`config.mk`:
```
export PLATFORM = sky130hd
export DESIGN_NAME = refresh_gen
export DESIGN_NICKNAME = d
export VERILOG_FILES = /design/src/design/xt_pkg.sv /design/src/design/refresh_gen.sv
export SDC_FILE = /design/constraint.sdc
export NUM_CORES = 1
export LEC_CHECK = 0
export BUFFER_PORTS_ARGS = -buffer_cell sky130_fd_sc_hd__buf_4
export CAP_MARGIN = 20
export CORE_AREA = 2 2 39 41
export DETAILED_ROUTE_END_ITERATION = 10
export DIE_AREA = 0 0 41 43
export PLACE_DENSITY = 0.65
export SYNTH_ARGS = -nofsm -noshare
export SYNTH_HDL_FRONTEND = slang
export SYNTH_SLANG_ARGS = --single-unit
export TNS_END_PERCENT = 100
```
`constraint.sdc`:
```
create_clock -name clock -period 1.96 [get_ports clock]
set_input_delay 0.196 -clock clock [delete_from_list [all_inputs] [get_ports clock]]
set_output_delay 0.196 -clock clock [all_outputs]
set_load 0.01 [all_outputs]
```
`src/design/xt_pkg.sv`:
```
package xt_pkg;

    // Bus widths
    typedef logic [19:0] addr_t;
    typedef logic [9:0]  io_addr_t;
    typedef logic [7:0]  data_t;

    // 8088 S2..S0 status
    typedef logic [2:0]  bus_status_t;

    localparam bus_status_t STATUS_IO_READ   = 3'd1;
    localparam bus_status_t STATUS_IO_WRITE  = 3'd2;
    localparam bus_status_t STATUS_MEM_READ  = 3'd5;
    localparam bus_status_t STATUS_MEM_WRITE = 3'd6;
    localparam bus_status_t STATUS_PASSIVE   = 3'd7;

    typedef logic [1:0]  wait_t;

    // Bit 7 enables the page, bits 6..0 hold the page number
    typedef logic [7:0]  ems_page_t;

    typedef enum logic [2:0]
    {
        IDLE,
        IO_CMD,
        MEM_CMD,
        REFRESH,
        DONE
    } cycle_state_t;

    // Offsets from the configuration port base
    localparam logic [2:0] REG_EMS0    = 3'd0;
    localparam logic [2:0] REG_EMS1    = 3'd1;
    localparam logic [2:0] REG_EMS2    = 3'd2;
    localparam logic [2:0] REG_EMS3    = 3'd3;
    localparam logic [2:0] REG_WAIT    = 3'd4;
    localparam logic [2:0] REG_REFRESH = 3'd5;

    // Four 16 KB pages starting at segment D000h
    localparam addr_t EMS_WINDOW_BASE = 20'hD0000;

    localparam int REFRESH_CYCLES = 4;

endpackage
```
`src/design/refresh_gen.sv`:
```
`timescale 1ns/1ns

module refresh_gen (
    input  logic          clock,
    input  logic          reset,
    input  xt_pkg::data_t refresh_divisor,
    input  logic          refresh_ack_n,
    output logic          refresh_request,
    output logic          timer_out
);

    xt_pkg::data_t divide_count;
    logic          prev_timer_out;
    logic          timer_rise;

    assign timer_rise = timer_out && !prev_timer_out;

    // Square wave with one half period per reload
    always_ff @(posedge clock, posedge reset)
    begin
        if (reset)
        begin
            divide_count <= '0;
            timer_out    <= 1'b0;
        end
        else if (divide_count == '0)
        begin
            divide_count <= refresh_divisor;
            timer_out    <= !timer_out;
        end
        else
        begin
            divide_count <= divide_count - 8'd1;
        end
    end

    // DRQ0 latch
    always_ff @(posedge clock, posedge reset)
    begin
        if (reset)
        begin
            prev_timer_out  <= 1'b0;
            refresh_request <= 1'b0;
        end
        else
        begin
            prev_timer_out <= timer_out;
            if (!refresh_ack_n)
                refresh_request <= 1'b0;
            else if (timer_rise)
                refresh_request <= 1'b1;
        end
    end

endmodule

```
# Word-level counts from Yosys, hierarchy flattened
# Index checks and enable logic that the tools add are counted.
dict set report word_totals {
  register_bits 11
  out_inout_bits 2
  word_cells 13
}
dict set report classes {
  n_reduce_logical 4
  n_addsub 1
  eq_ne 1
  n_mux 3
}
# operator count
set ops {}
lappend ops {{8-bit logical NOT} 1}
lappend ops {{8-bit two-way mux} 1}
lappend ops {{8-bit by 1-bit subtractor with 8-bit output, second input constant} 1}
lappend ops {{1-bit logical NOT} 2}
lappend ops {{1-bit two-way mux} 2}
lappend ops {{2-bit by 1-bit inequality test with 1-bit output, second input constant} 1}
lappend ops {{1-bit logical AND} 1}

# Depth between registers and ports, before layout
# Gate-level depths: netlist of the first run.
dict set report logic_depth {
  ltp_word 4
  ltp_mapped 6
  mapped_depth_nobuf 5
}

# Worst setup path after synthesis of the first run
# Ideal clock, no wire load.
dict set report synth_path {
  kind {flip-flop to flip-flop}
  startpoint {register divide_count[5]}
  endpoint {register divide_count[0]}
  path_stages_with_launch 5
  setup_ns 0.125
  n_path_buf 1
  arrival_time_ns 1.554
  t_required_ns 1.835
  path_slack_ns 0.281
  path_cell_list {dfrtp_1 -> or4_4 -> buf_6 -> nor3_4 -> mux2_4}
}
dict set report synth_via {
  elab_chain_len 2
}
# element line_no
set synth_rtl {}
lappend synth_rtl {{start: declaration} refresh_gen.sv:12} ;# xt_pkg::data_t divide_count;
lappend synth_rtl {{start signal: assignment} refresh_gen.sv:28} ;# divide_count <= refresh_divisor;
lappend synth_rtl {{start signal: assignment} refresh_gen.sv:33} ;# divide_count <= divide_count - 8'd1;
lappend synth_rtl {{8-bit logical NOT} refresh_gen.sv:26} ;# else if (divide_count == '0)
lappend synth_rtl {{8-bit two-way mux} refresh_gen.sv:26}
# No other way between the ends.
# A chain may end at the register's enable or synchronous reset.

# Worst setup path in the final report of the first run
# Same ends and word-level chain as after synthesis.

==> metrics.md, run 1 <==
| Metric | Value |
|---|---|
| Status | `finished clean` |
| Highest clock rate | `0.590 GHz` |
| Hold Violations, Final | `0` |
| Global-route wire length before repair | `roughly 1500 um` |
| Max transition margin | `0.728` |
| Nets@finish | `just under 80` |
| Gpl congestion | `approximately 0.73` |
| Die height | `43 um` |
| VDD IR max | `between 0.4 and 0.5 mV` |
| Register-to-Register Path Depth | `3` |
| Final setup fails | `0` |
| Filler-free cell count of the finished design | `80` |
| CP arrival | `between 1.5 and 2 ns` |
| Syn. warnings | `0` |
| Minimum clock period | `approximately 1.7 ns` |
| Pre-antenna DRT Iters | `4` |
| # port buffers | `12` |
| Unrepaired setup endpoints after global routing | `false` |
| Mapped Avg Cell Area | `between 10 and 15 um2` |
| H-tree depth | `1` |
| Synth-to-layout area growth | `23.6%` |
| CTS Buf Count | `3` |
| Post-synthesis cell type count | `25` |
| Worst slew pin tran | `around 0.4 ns` |
| TNS Setup | `0 ns` |
| Vias in the first global route | `~350` |
| Final HPWL DP | `~700 um` |
| Number of DRC markers in iteration 0 | `7` |
| Remaining Overflow, GRT | `0` |
| Critical path class | `reg -> reg` |
| Top FF cell, synth | `dfrtp_1` |
| R2R Path Start | `divide_count[5]` |
| Critical Path, Cell by Cell | `or4_4 -> nor3_4 -> mux2_4` |
| Net Count, Synth | `61` |
| # rows | `14` |
| Worst setup path start | `divide_count[5]` |
| Initial antenna violation count | `0` |
| Slowest CP cell | `or4_4` |
| Final core utilization | `0.502` |
| TritonCTS clock tree | `yes` |
| CTS Buffer Depth | `2` |
| Reg2Reg Setup Slack | `0.26 ns` |
| Clk_skew | `0.000836 ns` |
| Via count | `~430` |
| Core area | `0.00138 mm2` |
| Crit path largest cell delay | `about 0.58 ns` |
| Setup bufs post-CTS | `0` |
| Hold-fix buffers at CTS | `1` |
| Largest net degree at the start of global routing | `12` |
| Top cell type by total area after synthesis | `dfrtp_1` |
| Gates resized, CTS repair | `0` |
| Leakage power | `between 0.3 and 0.4 nW` |
| Cell Area, Synth | `562 um2` |
| Post-Route WL | `909 um` |
| Vias/cell | `about 5.3` |
| Die width | `41 um` |
| CP Capture Type | `flip-flop` |
| CTS root buf | `clkbuf_4` |
| Post-route cell area | `slightly below 700 um2` |
| MaxCap Viol Count | `0` |
| Clk sinks | `11` |
| FFs w/ async S/R, synth | `1.00` |
| Sequential element share of the synthesized area | `0.490` |
| Post-DRT Antenna Nets | `0` |
| Drt wl/cell | `between 10 and 15 um` |
| Final Cycle Share | `0.865` |
| Count leader, synth | `dfrtp_1` |
| Post-DP Area | `657 um2` |
| Critical path peak fanout | `8` |
| Reg clk slew, reported paths | `0.07 ns` |
| Die area | `between 0.0015 and 0.002 mm2` |
| I/O pins | `13` |
| CP required | `2.11 ns` |
| Slew Viols, Final | `0` |
| Share of layout cells above drive strength 1 | `0.359` |
| Crit start category | `flip-flop` |
| Post-Syn Instances | `49` |
| WHS Endpoint | `refresh_request` |
| Hold Path Origin | `refresh_ack_n` |
| #FFs+latches synth | `11` |
| Worst r2r dst | `divide_count[0]` |
| Placed insts | `75` |
| Post-route DRC | `0` |
| Post-synth top area share | `0.490` |
| Ant. Diodes | `0` |
| Post-synth EDFFs | `0` |
| Initial core utilization | `0.406` |
| Worst hold path type | `in -> reg` |
| Tot Pwr | `between 0.4 and 0.5 mW` |
| Synth top cells by count | `dfrtp_1 (11), inv_1 (4), o21ai_0 (4)` |
| Pwr/cell area | `just under 600 mW/mm2` |
| Hold Path Cell Cnt | `2` |
| Top post-synthesis cells by area | `dfrtp_1 (49%), mux2_4 (5.3%), o31ai_1 (4.0%)` |
| Worst skew pair latency | `approximately 0.26 ns` |
| Total track usage | `0.128` |
[worst max-delay path, delay by kind of cell, from the launching register on]
kind / cells / cell delay (ns)
flops: 1 / 0.41
simple gates: 2 / 0.85
mux: 1 / 0.33
[cell type report]
class | instances | area (um2)
fillers | 134 | 689
flip-flops and latches | 11 | 275
multi-input cells | 31 | 249
repair buffers | 14 | 108
clock buffers | 3 | 22.5
well taps | 16 | 20.0
inverters | 4 | 15.0
clock inverters | 1 | 5.00
[cells by family after synthesis]
group	synth area share
compound gates	0.116
simple gates	0.185
xor+xnor	0.0312
buf+inv	0.0668
mux	0.0891
flops	0.490
fa+ha+maj	0.0223
[worst max path at each step]
stage	end	depth (start not counted)
3_3_place_gp	divide_count[3]	3
3_5_place_dp	divide_count[0]	3
2_1_floorplan	divide_count[0]	4
6_report	divide_count[0]	3
4_1_cts	divide_count[0]	3
5_1_grt	divide_count[0]	3
[power by group]
group          internal, mW  switching (mW)
clock network        0.0755          0.0764
registers             0.229         0.00167
logic                0.0174          0.0113
[per-stage QoR]
stage	hold slack [ns]	worst slack, ns
CTS	0.128	0.255
global route	0.127	0.206
global placement	0.220	0.289
floorplan	0.0484	0.281
finish	0.133	0.264
detailed placement	0.213	0.264
[cells in the final DEF, fill, tap and decap left out, drive strengths merged]
| cell | Yosys | final |
|---|---|---|
| o41ai | 1 | 1 |
| mux2i | 2 | 2 |
| o21ai | 4 | 4 |
| dlygate4sd3 | 0 | 1 |
| ha | 1 | 1 |
| or4 | 2 | 2 |
| clkbuf | 1 | 3 |
| xor2 | 1 | 1 |
| buf | 2 | 13 |
| nor4 | 1 | 1 |
| inv | 4 | 4 |
| dfrtp | 11 | 11 |
| nor2b | 1 | 1 |
| a31oi | 1 | 1 |
| nor3 | 4 | 4 |
| mux2 | 2 | 2 |
| or3 | 3 | 3 |
| clkinv | 0 | 1 |
| nor2 | 1 | 1 |
| o31ai | 3 | 3 |
| o21a | 1 | 1 |
| xnor2 | 1 | 1 |
| nand2b | 2 | 2 |
[flip-flops by register name, indices dropped and copies added (netlist names)]
register	count
refresh_request	1
timer_out	1
divide_count	8
prev_timer_out	1
[metal layers]
metal,GRT usage,vias to the layer above,part of all wire
met2,0.188,12,0.51
li1,-,206,-
met5,0,-,0
met1,0.160,204,0.41
met3,0.0157,5,0.040
met4,0.100,0,0.036
(Power assumes the default switching activity.)
==> run 2, diff against run 1 <==
CELL_PAD_IN_SITES_DETAIL_PLACEMENT = 0   (was not set)
CELL_PAD_IN_SITES_GLOBAL_PLACEMENT = 1   (was not set)
CORE_AREA = not set   (was 2 2 39 41)
CORE_MARGIN = 2   (was not set)
CORE_UTILIZATION = 38   (was not set)
DIE_AREA = not set   (was 0 0 41 43)
MAX_ROUTING_LAYER = met4   (was not set)
PLACE_DENSITY = 0.73   (was 0.65)
==> run 2 against run 1 <==
Non-clock buffer count stayed put; clock power is essentially flat; global-route usage up 0.21 points; die area rose by 2.2%; register-to-register slack barely moved; via count is 7.0% lower; sequential power about the same; design area decreased by 0.18%; critical endpoint unchanged; highest routed layer unchanged.
==> metrics.md, run 2 (synthesized netlist as in run 1, its figures left out) <==
| Metric | Value |
|---|---|
| Status | `finished clean` |
| Die area | `roughly 0.0018 mm2` |
| Max transition margin | `0.729` |
| MaxCap Viol Count | `0` |
| Gpl congestion | `between 0.7 and 0.8` |
| Reg clk slew, reported paths | `~0.07 ns` |
| CTS Buffer Depth | `2` |
| Share of layout cells above drive strength 1 | `0.359` |
| Initial core utilization | `0.421` |
| Die height | `approximately 42 um` |
| Gates resized, CTS repair | `0` |
| Hold Path Cell Cnt | `2` |
| I/O pins | `13` |
| Pre-antenna DRT Iters | `2` |
| VDD IR max | `0.462 mV` |
| Final setup fails | `0` |
| Most common cell after layout, fill and taps aside | `buf_4` |
| Worst r2r dst | `divide_count[0]` |
| TNS Setup | `0 ns` |
| CP arrival | `between 1.5 and 2 ns` |
| Total track usage | `0.130` |
| Pwr/cell area | `595 mW/mm2` |
| Vias/cell | `5.03` |
| Area occupied by multi-input gates | `249 um2` |
| Clk_skew | `~0.00055 ns` |
| Leakage power | `about 0.33 nW` |
| Slew Viols, Final | `0` |
| Highest clock rate | `roughly 0.6 GHz` |
| Remaining Overflow, GRT | `0` |
| Hold Violations, Final | `0` |
| TritonCTS clock tree | `yes` |
| Comb pwr share | `0.069` |
| Clock share of power | `0.372` |
| # rows | `13` |
| Vias in the first global route | `approximately 370` |
| Reg2Reg Setup Slack | `between 0.2 and 0.3 ns` |
| Minimum clock period | `1.71 ns` |
| Tot Pwr | `a little over 0.4 mW` |
| Unrepaired setup endpoints after global routing | `false` |
| Met1 WL | `between 400 and 500 um` |
| WHS Endpoint | `refresh_request` |
| Max reg flops | `8` |
| Seq pwr share | `0.558` |
| Critical path class | `reg -> reg` |
| Worst slew pin tran | `a little over 0.4 ns` |
| Reg with most FFs | `divide_count` |
| CP required | `roughly 2.1 ns` |
| CTS Buf Count | `3` |
| Placed insts | `between 70 and 80` |
| Final HPWL DP | `about 730 um` |
| Post-Route WL | `between 900 and 1000 um` |
| Nets@finish | `77` |
| Drt wl/cell | `about 12 um` |
| Switching share of power | `0.220` |
| Hold-fix buffers at CTS | `1` |
| Most frequent cells in the layout | `buf_4 (13), dfrtp_1 (11), inv_1 (4), o21ai_0 (4)` |
| Worst skew pair latency | `between 0.2 and 0.3 ns` |
| Ant. Diodes | `0` |
| DR top layer | `met4` |
| Internal power | `between 0.3 and 0.4 mW` |
| # port buffers | `12` |
| Wire length on met3 | `31 um` |
| Critical path peak fanout | `8` |
| Die width | `between 40 and 50 um` |
| Synth-to-layout area growth | `23.4%` |
| Via count | `397` |
| Global-route wire length before repair | `~1600 um` |
| Core area | `around 0.0013 mm2` |
| Worst hold path type | `in -> reg` |
| Register-to-Register Path Depth | `3` |
| R2R Path Start | `divide_count[5]` |
| Post-route DRC | `0` |
| CTS root buf | `clkbuf_4` |
| DR WL met2 | `475 um` |
| WHS | `0.136 ns` |
| Psw | `0.0909 mW` |
| Post-DRT Antenna Nets | `0` |
| Crit start category | `flip-flop` |
| H-tree depth | `1` |
| Number of DRC markers in iteration 0 | `7` |
| Clk sinks | `11` |
| Initial antenna violation count | `0` |
| Largest net degree at the start of global routing | `12` |
| Fillers | `134` |
| Setup bufs post-CTS | `0` |
| CP Capture Type | `flip-flop` |
| Final Cycle Share | `0.870` |
| FF+latch area | `~280 um2` |
| Filler-free cell count of the finished design | `~80` |
| Hold Path Origin | `refresh_ack_n` |
## run 2: cell counts in the layout (fill, tap and decap cells not counted)
No cell type changed its count.
## run 2: per-layer routing
| layer | track usage | vias up |
|---|---|---|
| met5 | - | - |
| met4 | 0.0938 | 0 |
| met3 | 0.0388 | 2 |
| met2 | 0.169 | 6 |
| met1 | 0.168 | 182 |
| li1 | - | 207 |
## run 2: worst max-delay path by stage
stage          slack, ns             from               to
2_1_floorplan       0.28  divide_count[5]  divide_count[0]
3_3_place_gp        0.29  divide_count[6]  divide_count[3]
3_5_place_dp        0.26  divide_count[5]  divide_count[0]
4_1_cts             0.25  divide_count[5]  divide_count[0]
5_1_grt             0.21  divide_count[5]  divide_count[0]
6_report            0.25  divide_count[5]  divide_count[0]
## run 2: layout make-up
class,count,area share
Clock buffer,3,0.0325
Clock inverter,1,0.00722
Inverter,4,0.0217
Multi-Input combinational cell,31,0.359
Sequential cell,11,0.397
Tap cell,15,0.0271
Timing Repair Buffer,14,0.155
## run 2: stage by stage
| step | utilization | setup slack, ns | cell area (um2) |
|---|---|---|---|
| final | 0.520 | 0.255 | 693 |
| after global routing | 0.520 | 0.206 | 693 |
| after CTS | 0.520 | 0.246 | 693 |
| after detailed placement | 0.492 | 0.257 | 656 |
| after global placement | 0.492 | 0.293 | 656 |
| after floorplan | - | 0.281 | 562 |
## run 2: worst max-delay path: stages (launching register included)
cell and delay, ns:
dfrtp_1 0.41, or4_4 0.59, nor3_4 0.26, mux2_4 0.33
## run 2: power by group through the flow
stage / registers, mW / clock network [mW] / logic [mW]
CTS: 0.230 / 0.159 / 0.0293
global route: 0.231 / 0.171 / 0.0321
detailed placement: 0.235 / 0 / 0.0277
floorplan: 0.234 / 0 / 0.0124
finish: 0.230 / 0.154 / 0.0286
global placement: 0.235 / 0 / 0.0275
