--- config.mk ---
export PLATFORM = sky130hd
export DESIGN_NAME = chipset_regs
export DESIGN_NICKNAME = d
export VERILOG_FILES = /design/src/design/xt_pkg.sv /design/src/design/chipset_regs.sv
export SDC_FILE = /design/constraint.sdc
export NUM_CORES = 1
export LEC_CHECK = 0
export BUFFER_PORTS_ARGS = -buffer_cell sky130_fd_sc_hd__buf_2
export CAP_MARGIN = 20
export CORE_ASPECT_RATIO = 0.6
export CORE_MARGIN = 3
export CORE_UTILIZATION = 45
export DETAILED_ROUTE_END_ITERATION = 10
export GPL_TIMING_DRIVEN = 0
export MAX_ROUTING_LAYER = met4
export PLACE_DENSITY = 0.75
export SLEW_MARGIN = 5
export SYNTH_ARGS = -nofsm -noshare
export SYNTH_HDL_FRONTEND = slang
export SYNTH_SLANG_ARGS = --single-unit
--- constraint.sdc ---
create_clock -name clock -period 1.88 [get_ports clock]
set_input_delay 0 -clock clock [delete_from_list [all_inputs] [get_ports clock]]
set_output_delay 0 -clock clock [all_outputs]
set_load 0.01 [all_outputs]
--- src/design/xt_pkg.sv ---
package xt_pkg;

    // Bus widths
    typedef logic [19:0] addr_t;
    typedef logic [9:0]  io_addr_t;
    typedef logic [7:0]  data_t;

    // 8088 S2..S0 status
    typedef logic [2:0]  bus_status_t;

    localparam bus_status_t STATUS_IO_READ   = 3'd1;
    localparam bus_status_t STATUS_IO_WRITE  = 3'd2;
    localparam bus_status_t STATUS_MEM_READ  = 3'd5;
    localparam bus_status_t STATUS_MEM_WRITE = 3'd6;
    localparam bus_status_t STATUS_PASSIVE   = 3'd7;

    typedef logic [1:0]  wait_t;

    // Bit 7 enables the page, bits 6..0 hold the page number
    typedef logic [7:0]  ems_page_t;

    typedef enum logic [2:0]
    {
        IDLE,
        IO_CMD,
        MEM_CMD,
        REFRESH,
        DONE
    } cycle_state_t;

    // Offsets from the configuration port base
    localparam logic [2:0] REG_EMS0    = 3'd0;
    localparam logic [2:0] REG_EMS1    = 3'd1;
    localparam logic [2:0] REG_EMS2    = 3'd2;
    localparam logic [2:0] REG_EMS3    = 3'd3;
    localparam logic [2:0] REG_WAIT    = 3'd4;
    localparam logic [2:0] REG_REFRESH = 3'd5;

    // Four 16 KB pages starting at segment D000h
    localparam addr_t EMS_WINDOW_BASE = 20'hD0000;

    localparam int REFRESH_CYCLES = 4;

endpackage
--- src/design/chipset_regs.sv ---
`timescale 1ns/1ns

module chipset_regs #(
    parameter xt_pkg::io_addr_t CFG_IO_BASE           = 10'h260,
    parameter xt_pkg::data_t    REFRESH_DIVISOR_RESET = 8'd18
) (
    input  logic              clock,
    input  logic              reset,
    input  logic              io_read_n,
    input  logic              io_write_n,
    input  xt_pkg::io_addr_t  io_address,
    input  xt_pkg::data_t     write_data,
    output xt_pkg::ems_page_t ems_page [0:3],
    output xt_pkg::wait_t     read_wait,
    output xt_pkg::wait_t     write_wait,
    output xt_pkg::data_t     refresh_divisor,
    output xt_pkg::data_t     reg_read_data,
    output logic              reg_hit
);

    xt_pkg::io_addr_t port_offset;
    logic             port_match;
    logic             prev_io_write_n;
    logic             write_strobe;

    assign port_offset = io_address - CFG_IO_BASE;
    assign port_match  = (port_offset <= 10'(xt_pkg::REG_REFRESH));

    // Write once, on the first clock of the strobe
    assign write_strobe = port_match && !io_write_n && prev_io_write_n;
    assign reg_hit      = port_match && !io_read_n;

    always_ff @(posedge clock, posedge reset)
    begin
        if (reset)
        begin
            prev_io_write_n <= 1'b1;
            for (int i = 0; i < 4; i++)
                ems_page[i] <= '0;
            read_wait       <= '0;
            write_wait      <= '0;
            refresh_divisor <= REFRESH_DIVISOR_RESET;
        end
        else
        begin
            prev_io_write_n <= io_write_n;
            if (write_strobe)
            begin
                case (port_offset[2:0])
                    xt_pkg::REG_EMS0, xt_pkg::REG_EMS1, xt_pkg::REG_EMS2, xt_pkg::REG_EMS3:
                        ems_page[port_offset[1:0]] <= write_data;
                    xt_pkg::REG_WAIT:
                    begin
                        read_wait  <= write_data[1:0];
                        write_wait <= write_data[3:2];
                    end
                    xt_pkg::REG_REFRESH:
                        refresh_divisor <= write_data;
                    default:
                        refresh_divisor <= refresh_divisor;
                endcase
            end
        end
    end

    always_comb
    begin
        reg_read_data = 8'hFF;
        if (reg_hit)
        begin
            case (port_offset[2:0])
                xt_pkg::REG_EMS0, xt_pkg::REG_EMS1, xt_pkg::REG_EMS2, xt_pkg::REG_EMS3:
                    reg_read_data = ems_page[port_offset[1:0]];
                xt_pkg::REG_WAIT:
                    reg_read_data = {4'h0, write_wait, read_wait};
                xt_pkg::REG_REFRESH:
                    reg_read_data = refresh_divisor;
                default:
                    reg_read_data = 8'hFF;
            endcase
        end
    end

endmodule

=== Word-level counts from Yosys, hierarchy flattened ===
Cells that the tools add are included.

* Register bits after elaboration: 45
* Input bits: 22
* Word-level logic and storage cells: 37
* Output and inout bits: 53

* Mux-type cells: 8
* Magnitude comparators: 3
* Reduce and logical (&&, ||, !) cells: 11
* Add/subtract/negate cells: 1
* Eq/ne operators: 5
* Bitwise operators: 1

{| class="wikitable"
|+ Operators by type and width
! kind !! number
|-
| 32-bit bitwise mux || 1
|-
| 8-bit 2-to-1 mux || 4
|-
| 8-bit case mux with 3 select lines || 1
|-
| 8-bit binary-select mux with 2-bit select || 1
|-
| 8-bit demux with 2-bit select || 1
|-
| 10-bit by 3-bit less-or-equal comparator with 1-bit output (second input constant) || 1
|-
| 10-bit subtractor (second input constant) || 1
|-
| 3-bit by 2-bit equality test with 1-bit output (second input constant) || 2
|-
| 3-bit equality test (second input constant) || 2
|-
| 2-bit AND reduction || 3
|-
| 1-bit logical AND || 4
|-
| 4-bit OR reduction || 1
|-
| 3-bit by 1-bit equality test with 1-bit output (second input constant) || 1
|-
| 3-bit >= comparator (second input constant) || 1
|-
| 3-bit zero test || 1
|-
| 3-bit by 1-bit less-than comparator with 1-bit output (second input constant) || 1
|-
| 2-bit inverter with 3-bit output || 1
|-
| 1-bit zero test || 2
|}

=== Depth between registers and ports, before layout ===
Gate-level depths: netlist of run 1.

* Depth in word-level cells: 7
* Gate-level depth with buffers: 6
* Mapped depth without buffers: 5

=== Least setup slack after synthesis of run 1 ===
OpenSTA, ideal clock, no wires.

* Path type: register to register
* Start point: reg prev_io_write_n
* End point: reg ems_page[0] in the netlist's numbering
* Path slack: 7 ps
* Data required time: 1755 ps
* Period minus slack after synthesis: 1873 ps
* Library setup time: 125 ps
* Buffers on the path: 1
* Stages on the path, launching flop included: 6
* Arrival time: 1748 ps
* Cells stage by stage: dfstp_2 -> and4bb_2 -> nand2_1 -> or4b_1 -> buf_6 -> mux2_4

* Word-level cells in the longest chain between the ends: 2

{| class="wikitable"
|+ Ends and longest elaborated chain
! item !! RTL line !! source
|-
| start: declaration || chipset_regs.sv:23 || <nowiki>logic prev_io_write_n;</nowiki>
|-
| start signal: assignment || chipset_regs.sv:46 || <nowiki>prev_io_write_n <= io_write_n;</nowiki>
|-
| 1-bit logical AND || chipset_regs.sv:30 || <nowiki>assign write_strobe = port_match && !io_write_n && prev_io_write_n;</nowiki>
|-
| 2-bit AND reduction (no source line) || -- ||
|-
| end signal: indexed assignment || chipset_regs.sv:51 || <nowiki>ems_page[port_offset[1:0]] <= write_data;</nowiki>
|-
| end: declaration || chipset_regs.sv:13 || <nowiki>output xt_pkg::ems_page_t ems_page [0:3],</nowiki>
|}

Every way passes these cells.
A chain may end at the register's enable or synchronous reset.

=== Worst setup path after layout of run 1 ===
* Start point: reg prev_io_write_n
* End point: reg ems_page[4] in the netlist's numbering

Same word-level chain as after synthesis.

==> out/metrics.cfg, run 1 <==
[detailed_routing]
ant_nets = 0
dr.pass1.iters = 5
drtIter0Drc = 48
drc = 0
via_count = 1680
wirelength_mm = 5.55
viasPerCell = 5.54
wl_per_cell_um = 18.3

[synthesis]
synth.avg_cell_area_sq_um = 14.8
synth_cells = 155
ys_seq_area_share_pct = 49.1
yosysWarnings = 0
netlist-cell-type-count = 29
synth.net_count = 178
synth.cell_area_sq_um = 2300
ys_ff_latch = 45

[worst_setup_path]
cp.arrival_ps = 2110
cpMaxStageDelayCell = dfstp_2
cp-end-kind = flop
criticalPathCategory = flop to flop
cp_max_fo = 8
start_kind = flop
required_ps = 2060
path_cells = and4bb_2 -> nand2_2 -> or4b_4 -> buf_12 -> mux2_4
max_stage_delay_ps = 520

[global_route]
grt_max_degree = 35
grt_busiest_layer = met2
grt_pass1_vias = 1680
antenna_found_initial = 0
use_met3_pct = 4.64
met2_usage_pct = 30.6
met1_usage_pct = 28.1
grt_pass1_wl_mm = 8.96
grtUsageTotal_pct = 20.2
grt_overflow = 0

[cells_and_area]
layoutNonFillerInstCount = 303
drive_gt1_share_pct = 63.7
layout_commonest_cell = buf_2
area_delta_synth_final_pct = 27.0
final_area_sq_um = 2920
fin_nets = 263
layout_common_cells = buf_2 (75), dfrtp_1 (42), mux2_4 (24), mux2_2 (23)
diodes = 0
final_util_pct = 61.5

[clock_network]
cts_tree = done
clock-root-buffer = clkbuf_8
ctsLongestPathBuffers = 2
clk_latency_ps = 300
path_clk_slew_ps = 90
cts_made_buffers = 5
cts_sinks = 45
ctsHtreeMaxLevel = 2

[run_status]
status = finished, violations left
violations = setup timing

[pwr]
clkPwrFrac_pct = 34.6
switchingPower_w = 0.000405
seq_power_share_pct = 56.5
p_comb_share_pct = 9.0
p_leak_nw = 1.58
ir_drop_mv = 0.329
p_int_w = 0.00134
swShare_pct = 23.2
p_per_area_nw_per_um2 = 596

[placed_design]
dpl.hpwl_mm = 3.91
io_buffers = 72
place_inst = 291
placedInstanceArea_sq_um = 2760
gp_congestion = 0.796

[floorplan]
initial_utilization_pct = 48.4
num_io_pins = 75
core_sq_um = 4750
num_rows = 19
die-area_sq_um = 6040
die_h_um = 61.4
fp.dieW_um = 98.3

[timing]
skew_ps = 9.15
fin_crit_sh_pct = 103
grt_setup_unrepaired = true
fmax_mhz = 517
finalSetupViolCount = 16
worst_slack_ps = -55.5
drv_slew = 0
relSlewSlack_pct = 51.8
min_period_ps = 1940
fin_tns_setup_ps = -720
finalHoldViolations = 0
worst_pin_slew_ps = 720

[flow_run]
drv_cap = 0

[hold_path]
hold_class = input pin to flop

repair_timing:
| item | in CTS | in global routing |
|---|---|---|
| gates resized for setup | 4 | 3 |
| endpoints found under the setup margin | 24 | 29 |
| hold buffers | 4 | 0 |
| endpoints found under the hold margin | 46 | 0 |
| buffers inserted | 1 | 0 |
| pin swaps | 2 | 0 |
final cells by class:
cell class | count | area [sq um]
plain buffers | 10 | 80.1
clock buffers | 7 | 86.3
fillers | 389 | 1830
inverters | 2 | 7.51
multi-input cells | 98 | 1110
flip-flops and latches | 45 | 1130
well taps | 63 | 78.8
repair buffers | 78 | 428
flip-flops by register name, indices dropped and copies added, names as in the netlist:
name / cells
read_wait: 2
refresh_divisor: 8
ems_page: 32
prev_io_write_n: 1
write_wait: 2
power by group through the flow:
stage | sequential (W) | clock (W) | combinational [W]
floorplan | 0.00101 | 0 | 0.0000757
global placement | 0.00100 | 0 | 0.000140
detailed placement | 0.00100 | 0 | 0.000149
CTS | 0.000984 | 0.000620 | 0.000156
global route | 0.000986 | 0.000659 | 0.000174
finish | 0.000984 | 0.000603 | 0.000156
logic make-up after synthesis:
kind of cell | Yosys count | synth area share [%]
mux | 56 | 35.2
flops | 45 | 49.1
simple gates | 35 | 10.1
buf+inv | 12 | 3.26
compound gates | 5 | 1.41
xor+xnor | 1 | 0.381
fa+ha+maj | 1 | 0.544
critical path: cells and delay by family, from the launching register on:
family | cells | cell delay, ps
flip-flops | 1 | 520
buffers and inverters | 1 | 170
AND/OR/NAND/NOR | 3 | 830
multiplexers | 1 | 290
worst paths after layout:
kind                       cells after the start             from                  to  slack, ps
setup / recovery                               5  prev_io_write_n         ems_page[4]        -60
hold / removal                                 2    write_data[4]        ems_page[12]         20
setup reg to reg                               5  prev_io_write_n         ems_page[4]        -60
hold reg to reg                                1     ems_page[31]        ems_page[31]        530
max in group asynchronous                      4            reset  refresh_divisor[4]       1160
min in group asynchronous                      3            reset        ems_page[13]        190
metrics by stage:
step	power, W	hold WS, ps	setup slack (ps)
floorplan	0.00108	4.48	6.66
global placement	0.00114	117	-77.6
detailed placement	0.00115	-47.0	-87.3
CTS	0.00176	4.46	-39.4
global route	0.00182	14.4	-103
finish	0.00174	17.5	-55.5
metal layers:
layer | vias to the layer above | wire length [um]
met5 | - | 0
met4 | 0 | 47
met3 | 6 | 323
met2 | 62 | 2450
met1 | 862 | 2730
li1 | 750 | -
cell usage after synthesis, drive strengths merged:
library cell / count / area share, %
mux2: 47 / 27
dfrtp: 42 / 46
buf: 8 / 2.6
mux4: 8 / 7.8
nand3: 8 / 1.7
nand2b: 7 / 1.9
nand2: 6 / 0.98
dfstp: 3 / 3.4
nor3b: 3 / 1.2
o22ai: 3 / 0.82
and4bb: 2 / 1.1
clkbuf: 2 / 0.33
inv: 2 / 0.33
nand4b: 2 / 0.76
or3: 2 / 0.54
or4b: 2 / 0.87
a31oi: 1 / 0.27
ha: 1 / 0.54
mux2i: 1 / 0.44
nor2b: 1 / 0.27
nor3: 1 / 0.44
o211ai: 1 / 0.33
or4: 1 / 0.33
xor2: 1 / 0.38
Power figures use the tool's default switching activity.
==> run 2, diff against run 1 <==
==> constraint.sdc (replaced) <==
create_clock -name clock -period 1.88 [get_ports clock]
set_input_delay 0 -clock clock [delete_from_list [all_inputs] [get_ports clock]]
set_output_delay 0 -clock clock [all_outputs]
set_load 0.1 [all_outputs]
==> run 2 against run 1 <==
  * Sequential power about the same
  * The flow still finishes with violations (setup timing)
  * Count of clock-buffer cells in the layout did not move
  * Sequential share of layout area is 0.41 points lower
  * Critical path type unchanged
  * Cell count up 0.33%
  * Global-route usage increased by 0.79 points
  * Flip-flop and latch count stayed put
  * Cell area up 1.1%
  * Routed wire length increased by 4.2%
  * Critical path depth unchanged
  * First-iteration DRC count grew 65%
  * Non-clock buffer count stayed put
  * Via count shrank 2.7%
==> out/metrics.cfg, run 2 (synthesis gave the netlist of run 1 again) <==
[run_status]
status = finished, violations left  ; unchanged
violations = setup timing  ; unchanged

[flow_run]
drv_cap = 0  ; unchanged

[timing]
drv_slew = 0  ; unchanged
finalSetupViolCount = 24  ; was 16
skew_ps = 2.97  ; was 9.15 ps
fin_crit_sh_pct = 105  ; was 103%
grt_setup_unrepaired = true  ; unchanged
worst_pin_slew_ps = 716  ; was 720 ps
finalHoldViolations = 0  ; unchanged
min_period_ps = 1970  ; was 1940 ps
relSlewSlack_pct = 52.2  ; was 51.8%
worst_slack_ps = -86.1  ; was -55.5 ps
fmax_mhz = 509  ; was 517 MHz

[floorplan]
num_io_pins = 75  ; unchanged
fp.dieW_um = 98.3  ; unchanged
die-area_sq_um = 6040  ; unchanged
initial_utilization_pct = 48.4  ; unchanged
core_sq_um = 4750  ; unchanged
num_rows = 19  ; unchanged
die_h_um = 61.4  ; unchanged

[placed_design]
io_buffers = 72  ; unchanged
gp_congestion = 0.740  ; was 0.796
place_inst = 291  ; unchanged
dpl.hpwl_mm = 4.12  ; was 3.91 mm

[worst_setup_path]
cp-end-kind = flop  ; unchanged
cp.arrival_ps = 2150  ; was 2110 ps
r2r_start = prev_io_write_n  ; unchanged
crit_start = prev_io_write_n  ; unchanged
start_kind = flop  ; unchanged
cp_max_fo = 8  ; unchanged
criticalPathCategory = flop to flop  ; unchanged
required_ps = 2070  ; was 2060 ps

[detailed_routing]
dr.pass1.iters = 4  ; was 5
wl_per_cell_um = 19.0  ; was 18.3 um
ant_nets = 0  ; unchanged
drtIter0Drc = 79  ; was 48
drc = 0  ; unchanged
viasPerCell = 5.38  ; was 5.54
via_count = 1634  ; was 1680
wirelength_mm = 5.79  ; was 5.55 mm

[hold_path]
holdCritStartpoint = write_data[5]  ; was write_data[4]
hold_class = input pin to flop  ; unchanged

[clock_network]
cts_made_buffers = 5  ; unchanged
cts_tree = done  ; unchanged
cts_sinks = 45  ; unchanged
path_clk_slew_ps = 80  ; was 90 ps
clock-root-buffer = clkbuf_8  ; unchanged
clk_latency_ps = 300  ; about the same
ctsLongestPathBuffers = 2  ; unchanged
ctsHtreeMaxLevel = 2  ; unchanged

[cells_and_area]
top_register = ems_page  ; unchanged
drive_gt1_share_pct = 63.5  ; was 63.7%
largest_register_ffs = 32  ; unchanged
layout_common_cells = buf_2 (73), dfrtp_1 (42), mux2_4 (24), mux2_2 (23)  ; was buf_2 (75), dfrtp_1 (42), mux2_4 (24), mux2_2 (23)
fin_nets = 263  ; unchanged
reg.largest.list = ems_page (32), refresh_divisor (8)  ; unchanged
layoutNonFillerInstCount = 304  ; was 303
area_delta_synth_final_pct = 28.4  ; was 27.0%
n_fill_cell = 401  ; was 389
diodes = 0  ; unchanged
layout_commonest_cell = buf_2  ; unchanged
final_util_pct = 62.1  ; was 61.5%

[global_route]
grt_pass1_vias = 1666  ; was 1680
grtUsageTotal_pct = 21.0  ; was 20.2%
grt_max_degree = 25  ; was 35
grt_overflow = 0  ; unchanged
grt_pass1_wl_mm = 9.09  ; was 8.96 mm
antenna_found_initial = 0  ; unchanged

[pwr]
power_w = 0.00180  ; was 0.00174 W
ir_drop_mv = 0.374  ; was 0.329 mV
p_per_area_nw_per_um2 = 610  ; was 596 nW/um^2
p_leak_nw = 1.58  ; about the same

## run 2: cell types whose count changed in the layout (fill, tap and decap cells not counted)
cell	delta
buf_2	-2
buf_12	-1
buf_16	+1
clkbuf_1	+1
clkbuf_4	+1
clkbuf_8	-1
clkinvlp_4	+1
dlygate4sd3_1	+1
ha_1	-1
ha_4	+1
nor3b_2	-1
nor3b_4	+1
## run 2: metal layers
metal  GRT usage, %  wire length, um
met1           30.6             2850
met2           29.7             2530
met3           4.98              355
met4           5.06               54
met5              -                0
## run 2: power by group
part           internal [W]  switching, W  leakage (nW)
logic             0.0000743      0.000154         0.921
registers          0.000978    0.00000705         0.617
clock network      0.000263      0.000327        0.0385
## run 2: cell type report
cell class / instances / area (sq um) / area share (%)
plain buffers: 10 / 82.6 / 2.80
clock buffers: 7 / 76.3 / 2.58
clock inverters: 1 / 7.51 / 0.254
inverters: 2 / 7.51 / 0.254
multi-input cells: 98 / 1130 / 38.3
flip-flops and latches: 45 / 1130 / 38.2
well taps: 63 / 78.8 / 2.67
repair buffers: 78 / 440 / 14.9
## run 2: critical path: stages (launching register included)
cell and delay, ps:
dfstp_2 520, and4bb_2 270, nand2_2 80, or4b_4 510
buf_12 170, mux2_4 290
## run 2: through the flow
step | TNS [ps] | area, sq um | setup slack (ps) | hold WS [ps]
2_1_floorplan | -5520 | 2330 | -788 | 4.48
3_3_place_gp | -1360 | 2770 | -88.7 | 116
3_5_place_dp | -2000 | 2790 | -123 | 52.6
4_1_cts | -894 | 2940 | -62.5 | 0.353
5_1_grt | -1900 | 2950 | -115 | 11.4
6_report | -1200 | 2950 | -86.1 | 8.63
## run 2: worst paths after layout
check                                      to  slack (ps)  cells past startpoint
max in group asynchronous     prev_io_write_n        1040                      4
min                              ems_page[21]           9                      2
max                               ems_page[5]         -90                      5
min reg2reg                      ems_page[28]         540                      1
max reg2reg                       ems_page[5]         -90                      5
min in group asynchronous  refresh_divisor[5]         270                      3
## run 2: what timing repair did
item                       in CTS  in global routing
setup buffers                   0                  0
hold endpoints to repair       27                  0
setup endpoints to repair      24                 34
resized for setup               4                  5
pin swaps                       2                  1
hold buffers                    5                  0
