**src/design/xt_pkg.sv**
```systemverilog
package xt_pkg;

    // Bus widths
    typedef logic [19:0] addr_t;
    typedef logic [9:0]  io_addr_t;
    typedef logic [7:0]  data_t;

    // 8088 S2..S0 status
    typedef logic [2:0]  bus_status_t;

    localparam bus_status_t STATUS_IO_READ   = 3'd1;
    localparam bus_status_t STATUS_IO_WRITE  = 3'd2;
    localparam bus_status_t STATUS_MEM_READ  = 3'd5;
    localparam bus_status_t STATUS_MEM_WRITE = 3'd6;
    localparam bus_status_t STATUS_PASSIVE   = 3'd7;

    typedef logic [1:0]  wait_t;

    // Bit 7 enables the page, bits 6..0 hold the page number
    typedef logic [7:0]  ems_page_t;

    typedef enum logic [2:0]
    {
        IDLE,
        IO_CMD,
        MEM_CMD,
        REFRESH,
        DONE
    } cycle_state_t;

    // Offsets from the configuration port base
    localparam logic [2:0] REG_EMS0    = 3'd0;
    localparam logic [2:0] REG_EMS1    = 3'd1;
    localparam logic [2:0] REG_EMS2    = 3'd2;
    localparam logic [2:0] REG_EMS3    = 3'd3;
    localparam logic [2:0] REG_WAIT    = 3'd4;
    localparam logic [2:0] REG_REFRESH = 3'd5;

    // Four 16 KB pages starting at segment D000h
    localparam addr_t EMS_WINDOW_BASE = 20'hD0000;

    localparam int REFRESH_CYCLES = 4;

endpackage
```
**src/design/bus_cycle_ctrl.sv**
```systemverilog
`timescale 1ns/1ns

module bus_cycle_ctrl (
    input  logic                clock,
    input  logic                reset,
    input  xt_pkg::bus_status_t processor_status,
    input  logic                refresh_request,
    input  logic                memory_access_ready,
    input  logic                reg_hit,
    input  logic                ram_hit,
    input  xt_pkg::data_t       reg_read_data,
    input  xt_pkg::data_t       ram_read_data,
    output logic                io_read_n,
    output logic                io_write_n,
    output logic                memory_read_n,
    output logic                memory_write_n,
    output logic                refresh_ack_n,
    output logic                processor_ready,
    output xt_pkg::data_t       cpu_read_data
);

    localparam logic [2:0] REFRESH_LAST = 3'(xt_pkg::REFRESH_CYCLES - 1);

    xt_pkg::cycle_state_t state;
    logic [2:0]           cycle_count;
    logic                 finish;

    // Last clock of an active command
    assign finish = ((state == xt_pkg::IO_CMD) && (cycle_count == 3'd1))
                  || ((state == xt_pkg::MEM_CMD) && memory_access_ready);

    assign processor_ready = (state == xt_pkg::DONE);

    always_ff @(posedge clock, posedge reset)
    begin
        if (reset)
        begin
            state          <= xt_pkg::IDLE;
            cycle_count    <= '0;
            io_read_n      <= 1'b1;
            io_write_n     <= 1'b1;
            memory_read_n  <= 1'b1;
            memory_write_n <= 1'b1;
            refresh_ack_n  <= 1'b1;
        end
        else
        begin
            case (state)
                xt_pkg::IDLE:
                begin
                    cycle_count <= '0;
                    // Refresh steals the slot ahead of the CPU
                    if (refresh_request)
                    begin
                        refresh_ack_n <= 1'b0;
                        state         <= xt_pkg::REFRESH;
                    end
                    else
                    begin
                        case (processor_status)
                            xt_pkg::STATUS_IO_READ:
                            begin
                                io_read_n <= 1'b0;
                                state     <= xt_pkg::IO_CMD;
                            end
                            xt_pkg::STATUS_IO_WRITE:
                            begin
                                io_write_n <= 1'b0;
                                state      <= xt_pkg::IO_CMD;
                            end
                            xt_pkg::STATUS_MEM_READ:
                            begin
                                memory_read_n <= 1'b0;
                                state         <= xt_pkg::MEM_CMD;
                            end
                            xt_pkg::STATUS_MEM_WRITE:
                            begin
                                memory_write_n <= 1'b0;
                                state          <= xt_pkg::MEM_CMD;
                            end
                            default:
                                state <= xt_pkg::IDLE;
                        endcase
                    end
                end
                xt_pkg::IO_CMD:
                begin
                    cycle_count <= cycle_count + 3'd1;
                    if (finish)
                    begin
                        io_read_n  <= 1'b1;
                        io_write_n <= 1'b1;
                        state      <= xt_pkg::DONE;
                    end
                end
                xt_pkg::MEM_CMD:
                begin
                    if (finish)
                    begin
                        memory_read_n  <= 1'b1;
                        memory_write_n <= 1'b1;
                        state          <= xt_pkg::DONE;
                    end
                end
                xt_pkg::REFRESH:
                begin
                    cycle_count <= cycle_count + 3'd1;
                    if (cycle_count == REFRESH_LAST)
                    begin
                        refresh_ack_n <= 1'b1;
                        state         <= xt_pkg::IDLE;
                    end
                end
                default:
                    state <= xt_pkg::IDLE;
            endcase
        end
    end

    // Open bus reads as FFh
    always_ff @(posedge clock)
    begin
        if (finish)
        begin
            if (!io_read_n)
                cpu_read_data <= reg_hit ? reg_read_data : 8'hFF;
            else if (!memory_read_n)
                cpu_read_data <= ram_hit ? ram_read_data : 8'hFF;
            else
                cpu_read_data <= 8'hFF;
        end
    end

endmodule

```
**config.mk**
```make
export PLATFORM = sky130hd
export DESIGN_NAME = bus_cycle_ctrl
export DESIGN_NICKNAME = d
export VERILOG_FILES = /design/src/design/xt_pkg.sv /design/src/design/bus_cycle_ctrl.sv
export SDC_FILE = /design/constraint.sdc
export NUM_CORES = 1
export LEC_CHECK = 0
export BUFFER_PORTS_ARGS = -buffer_cell sky130_fd_sc_hd__buf_4
export CAP_MARGIN = 10
export CORE_ASPECT_RATIO = 1.5
export CORE_MARGIN = 3
export CORE_UTILIZATION = 38
export CTS_BUF_LIST = sky130_fd_sc_hd__clkbuf_4
export CTS_CLUSTER_DIAMETER = 200
export DETAILED_ROUTE_END_ITERATION = 6
export GPL_ROUTABILITY_DRIVEN = 0
export HOLD_SLACK_MARGIN = 0.05
export PLACE_DENSITY = 0.68
export SLEW_MARGIN = 20
export SYNTH_ARGS = -nofsm -noshare
export SYNTH_HDL_FRONTEND = slang
export SYNTH_SLANG_ARGS = --single-unit
```
**constraint.sdc**
```tcl
create_clock -name clock -period 1.6 [get_ports clock]
set_input_delay 0.4 -clock clock [delete_from_list [all_inputs] [get_ports clock]]
set_output_delay 0.4 -clock clock [all_outputs]
set_load 0.005 [all_outputs]
```
Word-level counts from Yosys, hierarchy flattened
Index checks and enable logic that the tools add are counted.
W data, S select, Z words.
{"block": "op_classes", "addsub": 1, "multipliers": 0, "div_mod_pow": 0, "magnitude_cmp": 0, "eq_ne": 20, "shifts": 0, "muxes": 26, "bitwise": 0, "n_reduce_logical": 18}
{"cell": "$mux W8", "count": 4}
{"cell": "$reduce_and A4 Y1", "count": 4}
{"cell": "$eq A3 B2 Y1 const B", "count": 4}
{"cell": "$mux W1", "count": 11}
{"cell": "$ne A2 B1 Y1 const B", "count": 5}
{"cell": "$ne A2 B2 Y1 const B", "count": 5}
{"cell": "$pmux W1 S2", "count": 5}
{"cell": "$eq A3 B1 Y1 const B", "count": 3}
{"cell": "$eq A3 B3 Y1 const B", "count": 3}
{"cell": "$pmux W3 S3", "count": 1}
{"cell": "$reduce_bool A2 Y1", "count": 4}
{"cell": "$reduce_or A2 Y1", "count": 4}
{"cell": "$mux W3", "count": 2}
{"cell": "$pmux W3 S2", "count": 1}
{"cell": "$pmux W2 S2", "count": 1}
{"cell": "$add A3 B1 Y3 const B", "count": 1}
{"cell": "$logic_not A3 Y1", "count": 1}
{"cell": "$reduce_and A3 Y1", "count": 1}
{"cell": "$logic_and A1 B1 Y1", "count": 2}
{"cell": "$mux W2", "count": 1}
{"cell": "$reduce_and A2 Y1", "count": 1}
{"cell": "$logic_or A1 B1 Y1", "count": 1}
{"block": "totals", "reg_bits": 19, "latch_bits": 0, "ramBits": 0, "mem_bits_ro": 0, "output_inout_bits": 14, "elab_cells": 73, "mem_count": 0}

Depth between registers and ports, before layout
Gate-level depths: netlist of run 1.
{"block": "depth", "word_depth": 5, "depth_mapped": 5, "depth_no_buf": 5}

Worst setup path after synthesis of run 1
No wires, ideal clock.
{"block": "synth_path", "kind": "register -> register", "from": "register state[2]", "to": "register cpu_read_data[0] (enable)", "setup_ns": 0.329, "arrival_time_ns": 1.281, "setup_slack_ns": -0.010, "path_stages_with_launch": 5, "path_buffers": 1, "synth_period_minus_slack_ns": 1.610, "path_cell_list": "dfrtp_1 clkbuf_1 nand2b_1 or3_1 nand2_1"}
{"block": "synth_between", "elab_chain_len": 3}
{"item": "start, declared", "line_no": "bus_cycle_ctrl.sv:24", "source": "xt_pkg::cycle_state_t state;"}
{"item": "start signal, assigned", "line_no": "bus_cycle_ctrl.sv:38", "source": "state <= xt_pkg::IDLE;"}
{"item": "start signal, assigned", "line_no": "bus_cycle_ctrl.sv:56", "source": "state <= xt_pkg::REFRESH;"}
{"item": "start signal, assigned", "line_no": "bus_cycle_ctrl.sv:64", "source": "state <= xt_pkg::IO_CMD;"}
{"item": "$eq A3 B1 Y1 or $eq A3 B2 Y1 (tied branches)", "line_no": "bus_cycle_ctrl.sv:29, bus_cycle_ctrl.sv:30"}
{"item": "$logic_and A1 B1 Y1, on equally long branches", "line_no": "bus_cycle_ctrl.sv:29, bus_cycle_ctrl.sv:30"}
{"item": "$logic_or A1 B1 Y1 *", "line_no": "bus_cycle_ctrl.sv:30", "source": "|| ((state == xt_pkg::MEM_CMD) && memory_access_ready);"}
{"item": "via finish", "line_no": "bus_cycle_ctrl.sv:26", "source": "logic finish;"}
{"item": "end signal, assigned", "line_no": "bus_cycle_ctrl.sv:126", "source": "cpu_read_data <= reg_hit ? reg_read_data : 8'hFF;"}
{"item": "end signal, assigned", "line_no": "bus_cycle_ctrl.sv:128", "source": "cpu_read_data <= ram_hit ? ram_read_data : 8'hFF;"}
{"item": "end, declared", "line_no": "bus_cycle_ctrl.sv:19", "source": "output xt_pkg::data_t cpu_read_data"}
The timed path passes the listed nets; every way through them passes the cells marked *.
A chain may end at the register's enable or synchronous reset.

Final worst setup path of run 1
{"block": "layout_path", "from": "register state[0]", "to": "output port processor_ready"}
{"block": "layout_between", "elab_chain_len": 1}
{"item": "$eq A3 B3 Y1", "line_no": "bus_cycle_ctrl.sv:32", "source": "assign processor_ready = (state == xt_pkg::DONE);"}
{"item": "end, declared", "line_no": "bus_cycle_ctrl.sv:18", "source": "output logic processor_ready,"}
No other way between the ends.

==> results of run 1 <==
repair_timing:
action / 4_1_cts / 5_1_grt
endpoints found under the setup margin: 1 / 9
gates resized for setup: 1 / 2
hold endpoints to repair: 0 / 0
setup buffers: 4 / 0
cloned: 0 / 0
cell type report:
class | instances | area, um^2
fillers | 211 | 966
well taps | 23 | 28.8
multi-input cells | 52 | 377
clock buffers | 3 | 22.5
clock inverters | 1 | 5.00
flip-flops and latches | 19 | 523
repair buffers | 47 | 353
inverters | 10 | 37.5
layer usage:
metal  wire [um]  part of all wire (%)  vias up
met2        1180                    53       33
met1         803                    36      378
met4          50                   2.3        0
li1            -                     -      403
met5           0                     0        -
met3         177                   8.0        4
where the power goes:
part	switching, mW	leakage, nW	total (mW)	internal (mW)
clock	0.149	0.0177	0.241	0.0929
sequential	0.0964	0.192	0.848	0.751
combinational	0.456	0.387	0.979	0.522
total	0.701	0.597	2.07	1.37
sequential cells by signal, summed over array words and instances, names as in the netlist:
name / flops
cycle_count: 3
memory_write_n: 1
io_read_n: 1
memory_read_n: 1
io_write_n: 1
cpu_read_data: 8
refresh_ack_n: 1
state: 3
Yosys cell counts:
cell type / count / area share [%]
inv_1: 10 / 4.0
edfxtp_1: 8 / 25
o22a_1: 8 / 7.4
dfrtp_1: 6 / 16
dfstp_2: 5 / 14
ha_1: 5 / 6.6
nand2_1: 5 / 2.0
nand2b_1: 5 / 3.3
a31oi_1: 4 / 2.6
a21oi_1: 3 / 1.6
clkbuf_1: 3 / 1.2
nor2_1: 3 / 1.2
o22ai_1: 3 / 2.0
nor3_1: 2 / 1.1
o21ai_0: 2 / 1.1
o21ai_1: 2 / 1.1
or3_1: 2 / 1.3
a211oi_1: 1 / 0.79
and4bb_2: 1 / 1.3
buf_6: 1 / 1.2
mux2i_1: 1 / 1.1
nand3b_1: 1 / 0.79
nor4_1: 1 / 0.66
o31ai_1: 1 / 0.79
or2_2: 1 / 0.66
or4_4: 1 / 1.2
cell families (layout without fill, tap and decap cells):
group	count (synthesis)	after routing	synth area share, %
adder cells (fa/ha/maj)	5	5	6.61
multiplexers	1	1	1.06
AND/OR/NAND/NOR	22	22	13.5
AO/OA/AOI/OAI	24	24	17.3
flip-flops	19	19	55.2
buffers and inverters	14	61	6.35
how the worst max path moves through the flow:
| stage | startpoint | end | depth (start not counted) |
|---|---|---|---|
| finish | state[0] | processor_ready | 3 |
| global route | state[0] | processor_ready | 3 |
| CTS | state[0] | processor_ready | 3 |
| detailed placement | cycle_count[1] | cpu_read_data[4] | 5 |
| global placement | cycle_count[1] | cpu_read_data[0] | 5 |
| floorplan | state[2] | cpu_read_data[0] | 4 |
through the flow:
stage                     setup TNS (ns)  instances
after floorplan                        0         85
after global placement                 0        147
after detailed placement               0        147
after CTS                              0        155
after global routing            -0.00654        155
final                                  0        155
cells in the final DEF, fill, tap and decap left out:
cell type  count
buf_4         47
inv_1         10
o22a_1         8
edfxtp_1       8
nand2b_1       5
ha_1           5
dfrtp_1        5
dfstp_2        5
nand2_1        4
a31oi_1        4
nor2_1         3
a21oi_1        3
o22ai_1        3
clkbuf_4       3
or3_1          2
o21ai_1        2
o21ai_0        2
or4_4          1
or2_2          1
a211oi_1       1
nor3_1         1
mux2i_1        1
nand3b_1       1
and4bb_2       1
nand2_4        1
nor3_2         1
o31ai_1        1
nor4_1         1
clkinv_2       1
dfrtp_2        1
==> impl_results.md, run 1 <==
- Status: completed
- Worst skew pair latency: around 0.30 ns
- Share of cells above drive strength 1: about 47%
- Initial antenna violation count: 0
- Worst vdd ir: ~1.0 mV
- Data arrival, critical path: ~1.2 ns
- Mapped Cells: 85
- Final instance area: 1350 um^2
- Worst EP required: 1.20 ns
- GR Overflow Total: 0
- Cells on worst reg2reg path: 5
- Slew of the pin with the lowest slew margin: about 0.44 ns
- CP Buf/Inv Count: 2
- CTS tree: done
- Final Hold Viols: 0
- Syn. warnings: 0
- Core ar.: approximately 2300 um^2
- Number of buffers created by CTS: 3
- Global-route total usage across every layer: approximately 15%
- Drt total wl: ~2200 um
- I/O pin count: 39
- Post-Place Setup Slack: about 0.079 ns
- Power Dens Cells: approximately 1500 nW/um^2
- Setup slack, reg-to-reg: around 0.11 ns
- Antenna cell count: 0
- Die Span Y: around 67 um
- Skew final: 0.00755 ns
- Unrepaired setup endpoints after global routing: true
- Vias in the first global route: between 800 and 900
- Clock Pin Slew Worst Setup and Hold Paths: around 0.11 ns
- Hold crit path type: input port to async pin
- CP Class: flop to output port
- H-tree levels: 1
- Family with the most delay on the worst path: flip-flops
- Tcrit/Tclk final: between 90% and 100%
- Yosys reg bits: 19
- Initial DRC Count: 22
- Worst Hold Slack: 0.0976 ns
- Synthesized Nets: between 100 and 150
- Max-cap violations: 0
- Final-stage net count: 163
- Post-synthesis area per instance: 11.1 um^2
- Routing usage on met2: 27.2%
- Horiz. Die Dim: about 47 um
- Placement Cell Area: approximately 1300 um^2
- Netlist cell types: 26
- DRC: 0
- Fmax: 0.642 GHz
- CTS root buf: clkbuf_4
- Via Count: around 820
- DIE AREA: ~3100 um^2
- Average vias per placed instance: 5.28
- P&R area growth vs syn: 42.3%
- TritonCTS Sinks: 19
- Cell mode on critical path: buf_4
- Worst Path Max Fanout: 5
- Antenna-violating nets left: 0
- Register area share after synthesis: 55.2%
- Pin count of the biggest net entering global routing: 12
- CP max-delay cell: dfrtp_1
- Synthesized area: between 900 and 1000 um^2
- Slew Limit Fails: 0
- Met1 Use GR: about 16%
- # hold bufs at CTS: 0
- Final core occ: 58.2%
- Global Route met3 Usage: ~2.7%
- Worst r2r src: cycle_count[1]
- GRT busiest layer: met2
- Crit-path cells: buf_4, nor3_2, buf_4
- Max_slew headroom: between 70% and 80%
- Post-layout minimum cycle time: ~1.6 ns
- Per-cell routed wire length: 14.2 um
- CP Launch Type: flop
- First-pass GRT wire length: about 3400 um
- Endpoint type of the worst setup path: output port
- Pre-Repair DR Iteration Count: 4
- Num rows: 21
- Clock buffer depth: 2
- Final setup viols: 0
- Final Power: about 2.1 mW
- R2r endpoint: cpu_read_data[4]
- IO Port Bufs: 38
- Final setup margin: 0.0414 ns
- Worst path max stage delay: between 0.4 and 0.5 ns
- Starting density of the core: 40.9%
- P_leak: ~0.60 nW
- Post-DP HPWL: roughly 1700 um
(Power assumes the default switching activity.)
==> inputs of run 2 (changes only) <==
--- a/config.mk
+++ b/config.mk
@@ -15,7 +15,7 @@
 export DETAILED_ROUTE_END_ITERATION = 6
 export GPL_ROUTABILITY_DRIVEN = 0
 export HOLD_SLACK_MARGIN = 0.05
-export PLACE_DENSITY = 0.68
+export PLACE_DENSITY = 0.66
 export SLEW_MARGIN = 20
 export SYNTH_ARGS = -nofsm -noshare
 export SYNTH_HDL_FRONTEND = slang
==> constraint.sdc (replaced) <==
create_clock -name clock -period 2 [get_ports clock]
set_input_delay 0.5 -clock clock [delete_from_list [all_inputs] [get_ports clock]]
set_output_delay 0.5 -clock clock [all_outputs]
set_load 0.005 [all_outputs]
==> impl_results.md, run 2 (synthesis gave the netlist of run 1 again) <==
- Setup TNS: 0 ns (unchanged)
- TritonCTS Sinks: 19 (unchanged)
- DRC: 0 (unchanged)
- Tcrit/Tclk final: between 80% and 90%
- GR Overflow Total: 0 (unchanged)
- Skew final: 0.00418 ns (-0.00336 ns)
- Most flop-heavy register: cpu_read_data
- Worst vdd ir: 0.704 mV (-31%)
- Final core occ: 55.0% (-3.2 points)
- Cell mode on critical path: buf_4
- Initial antenna violation count: 0 (unchanged)
- Worst skew pair latency: 0.29 ns (about the same)
- Pin count of the biggest net entering global routing: 12 (unchanged)
- Antenna-violating nets left: 0 (unchanged)
- Starting density of the core: 40.9% (unchanged)
- Post-layout minimum cycle time: around 1.8 ns
- Most frequent cells in the layout: 39 x buf_4, 10 x inv_1, 8 x o22a_1, 8 x edfxtp_1, 6 x dfrtp_1
- Routing usage on met2: 26.0% (-1.2 points)
- Die Span Y: 67.1 um (unchanged)
- Hold crit path type: input port to async pin
- Vias in the first global route: 753 (-10%)
- Worst Path Max Fanout: 8 (+3)
- Met1 Use GR: 13.8% (-2.7 points)
- First-pass GRT wire length: 3130 um (-8.7%)
- Status: completed
- CP Buf/Inv Count: 2 (unchanged)
- Antenna cell count: 0 (unchanged)
- Most common cell after layout, fill and taps aside: buf_4
- P_leak: 0.556 nW (-6.8%)
- Power Dens Cells: 1180 nW/um^2 (-23%)
- Number of buffers created by CTS: 3 (unchanged)
- Initial DRC Count: 14 (-36%)
- Post-DP HPWL: 1650 um (-4.8%)
- Clock buffer depth: 2 (unchanged)
- CP Class: flop to output port
- Pre-Repair DR Iteration Count: 4 (unchanged)
- Share of cells above drive strength 1: 41.1% (-5.8 points)
- Flip-flop count of the largest register after layout: 8 (unchanged)
- CTS root buf: clkbuf_4
- I/O pin count: 39 (unchanged)
- Crit-path cells: buf_4, nor3_1, buf_4
- Family with the most delay on the worst path: flip-flops
- CTS tree: done
- Per-cell routed wire length: 13.6 um (-4.8%)
- Slew of the pin with the lowest slew margin: 0.411 ns (-0.0303 ns)
- Final Hold Viols: 0 (unchanged)
- Data arrival, critical path: 1.25 ns (+0.09 ns)
- Horiz. Die Dim: 46.7 um (unchanged)
- Drt total wl: 1990 um (-9.7%)
- Endpoint type of the worst setup path: output port
- Global-route total usage across every layer: 14.0% (-1.5 points)
- CTS resizes: 0 (-1)
- H-tree levels: 1 (unchanged)
- Slew Limit Fails: 0 (unchanged)
- Fmax: ~0.57 GHz
- # hold bufs at CTS: 0 (unchanged)
- Average vias per placed instance: 5.30 (+0.41%)
- Final setup margin: 0.248 ns (+0.207 ns)
- Worst EP required: 1.50 ns (+0.30 ns)
- Core ar.: 2310 um^2 (unchanged)
- Post-CTS setup buffers: 0 (-4)
- Global Route met3 Usage: 3.24% (+0.54 points)
- DIE AREA: 3140 um^2 (unchanged)
- Biggest regs: cpu_read_data: 8 flops, cycle_count: 3 flops, state: 3 flops
- P&R area growth vs syn: 34.5%
- CP Launch Type: flop
- IO Port Bufs: 38 (unchanged)
- Final-stage net count: 155 (-4.9%)
- Layout filler cell count: 210 (-0.47%)
- Max_slew headroom: 72.6% (+2.0 points)
- Unrepaired setup endpoints after global routing: false
- Final setup viols: 0 (unchanged)
- Post-Place Setup Slack: 0.308 ns (+0.228 ns)
- Max-cap violations: 0 (unchanged)
- Worst path max stage delay: 0.47 ns (+0.06 ns)
- Clock Pin Slew Worst Setup and Hold Paths: 0.10 ns (about the same)
- Num rows: 21 (unchanged)
- Via Count: 779 (-4.8%)
- GRT busiest layer: met2
- CP max-delay cell: dfrtp_1
[run 2: worst register-to-register path, stage by stage, from the launching register on]
cell	delay, ns
dfrtp_1	0.48
nand2b_1	0.24
or3_1	0.39
nand2_1	0.28
[run 2: power by group]
part	leakage (nW)	internal, mW	switching, mW
combinational	0.345	0.318	0.273
sequential	0.193	0.600	0.123
clock	0.0177	0.0743	0.112
total	0.556	0.992	0.507
[run 2: cell type report]
cell class	instances	area [um^2]	area share (%)
Timing Repair Buffer	39	293	23.0
Multi-Input combinational cell	52	364	28.6
Sequential cell	19	522	41.0
Tap cell	23	28.8	2.26
Clock inverter	1	5.00	0.393
Inverter	10	37.5	2.95
Clock buffer	3	22.5	1.77
[run 2: routing by layer]
| metal | vias to the layer above | routed length [um] |
|---|---|---|
| met4 | 0 | 30 |
| li1 | 386 | - |
| met3 | 4 | 185 |
| met2 | 34 | 1030 |
| met1 | 355 | 747 |
| met5 | - | 0 |
[run 2: stage by stage]
step                      std cells  power [mW]  area [um^2]  hold slack (ns)
final                           147        1.50         1270            0.186
after global routing            147        1.63         1270            0.203
after CTS                       147        1.52         1270            0.204
after detailed placement        143        1.33         1240            0.493
after global placement          143        1.31         1240            0.490
after floorplan                  85        1.09          946            0.349
[run 2: path summary, 6_finish.rpt]
kind,from,to,slack [ns],cells after the start
hold / removal,reset,cycle_count[2],0.19,2
hold reg to reg,memory_write_n,memory_write_n,0.50,2
max in group asynchronous,reset,io_read_n,1.49,2
setup reg to reg,state[2],cpu_read_data[1],0.30,3
setup / recovery,state[1],processor_ready,0.25,3
min in group clock,processor_status[2],memory_write_n,0.39,2
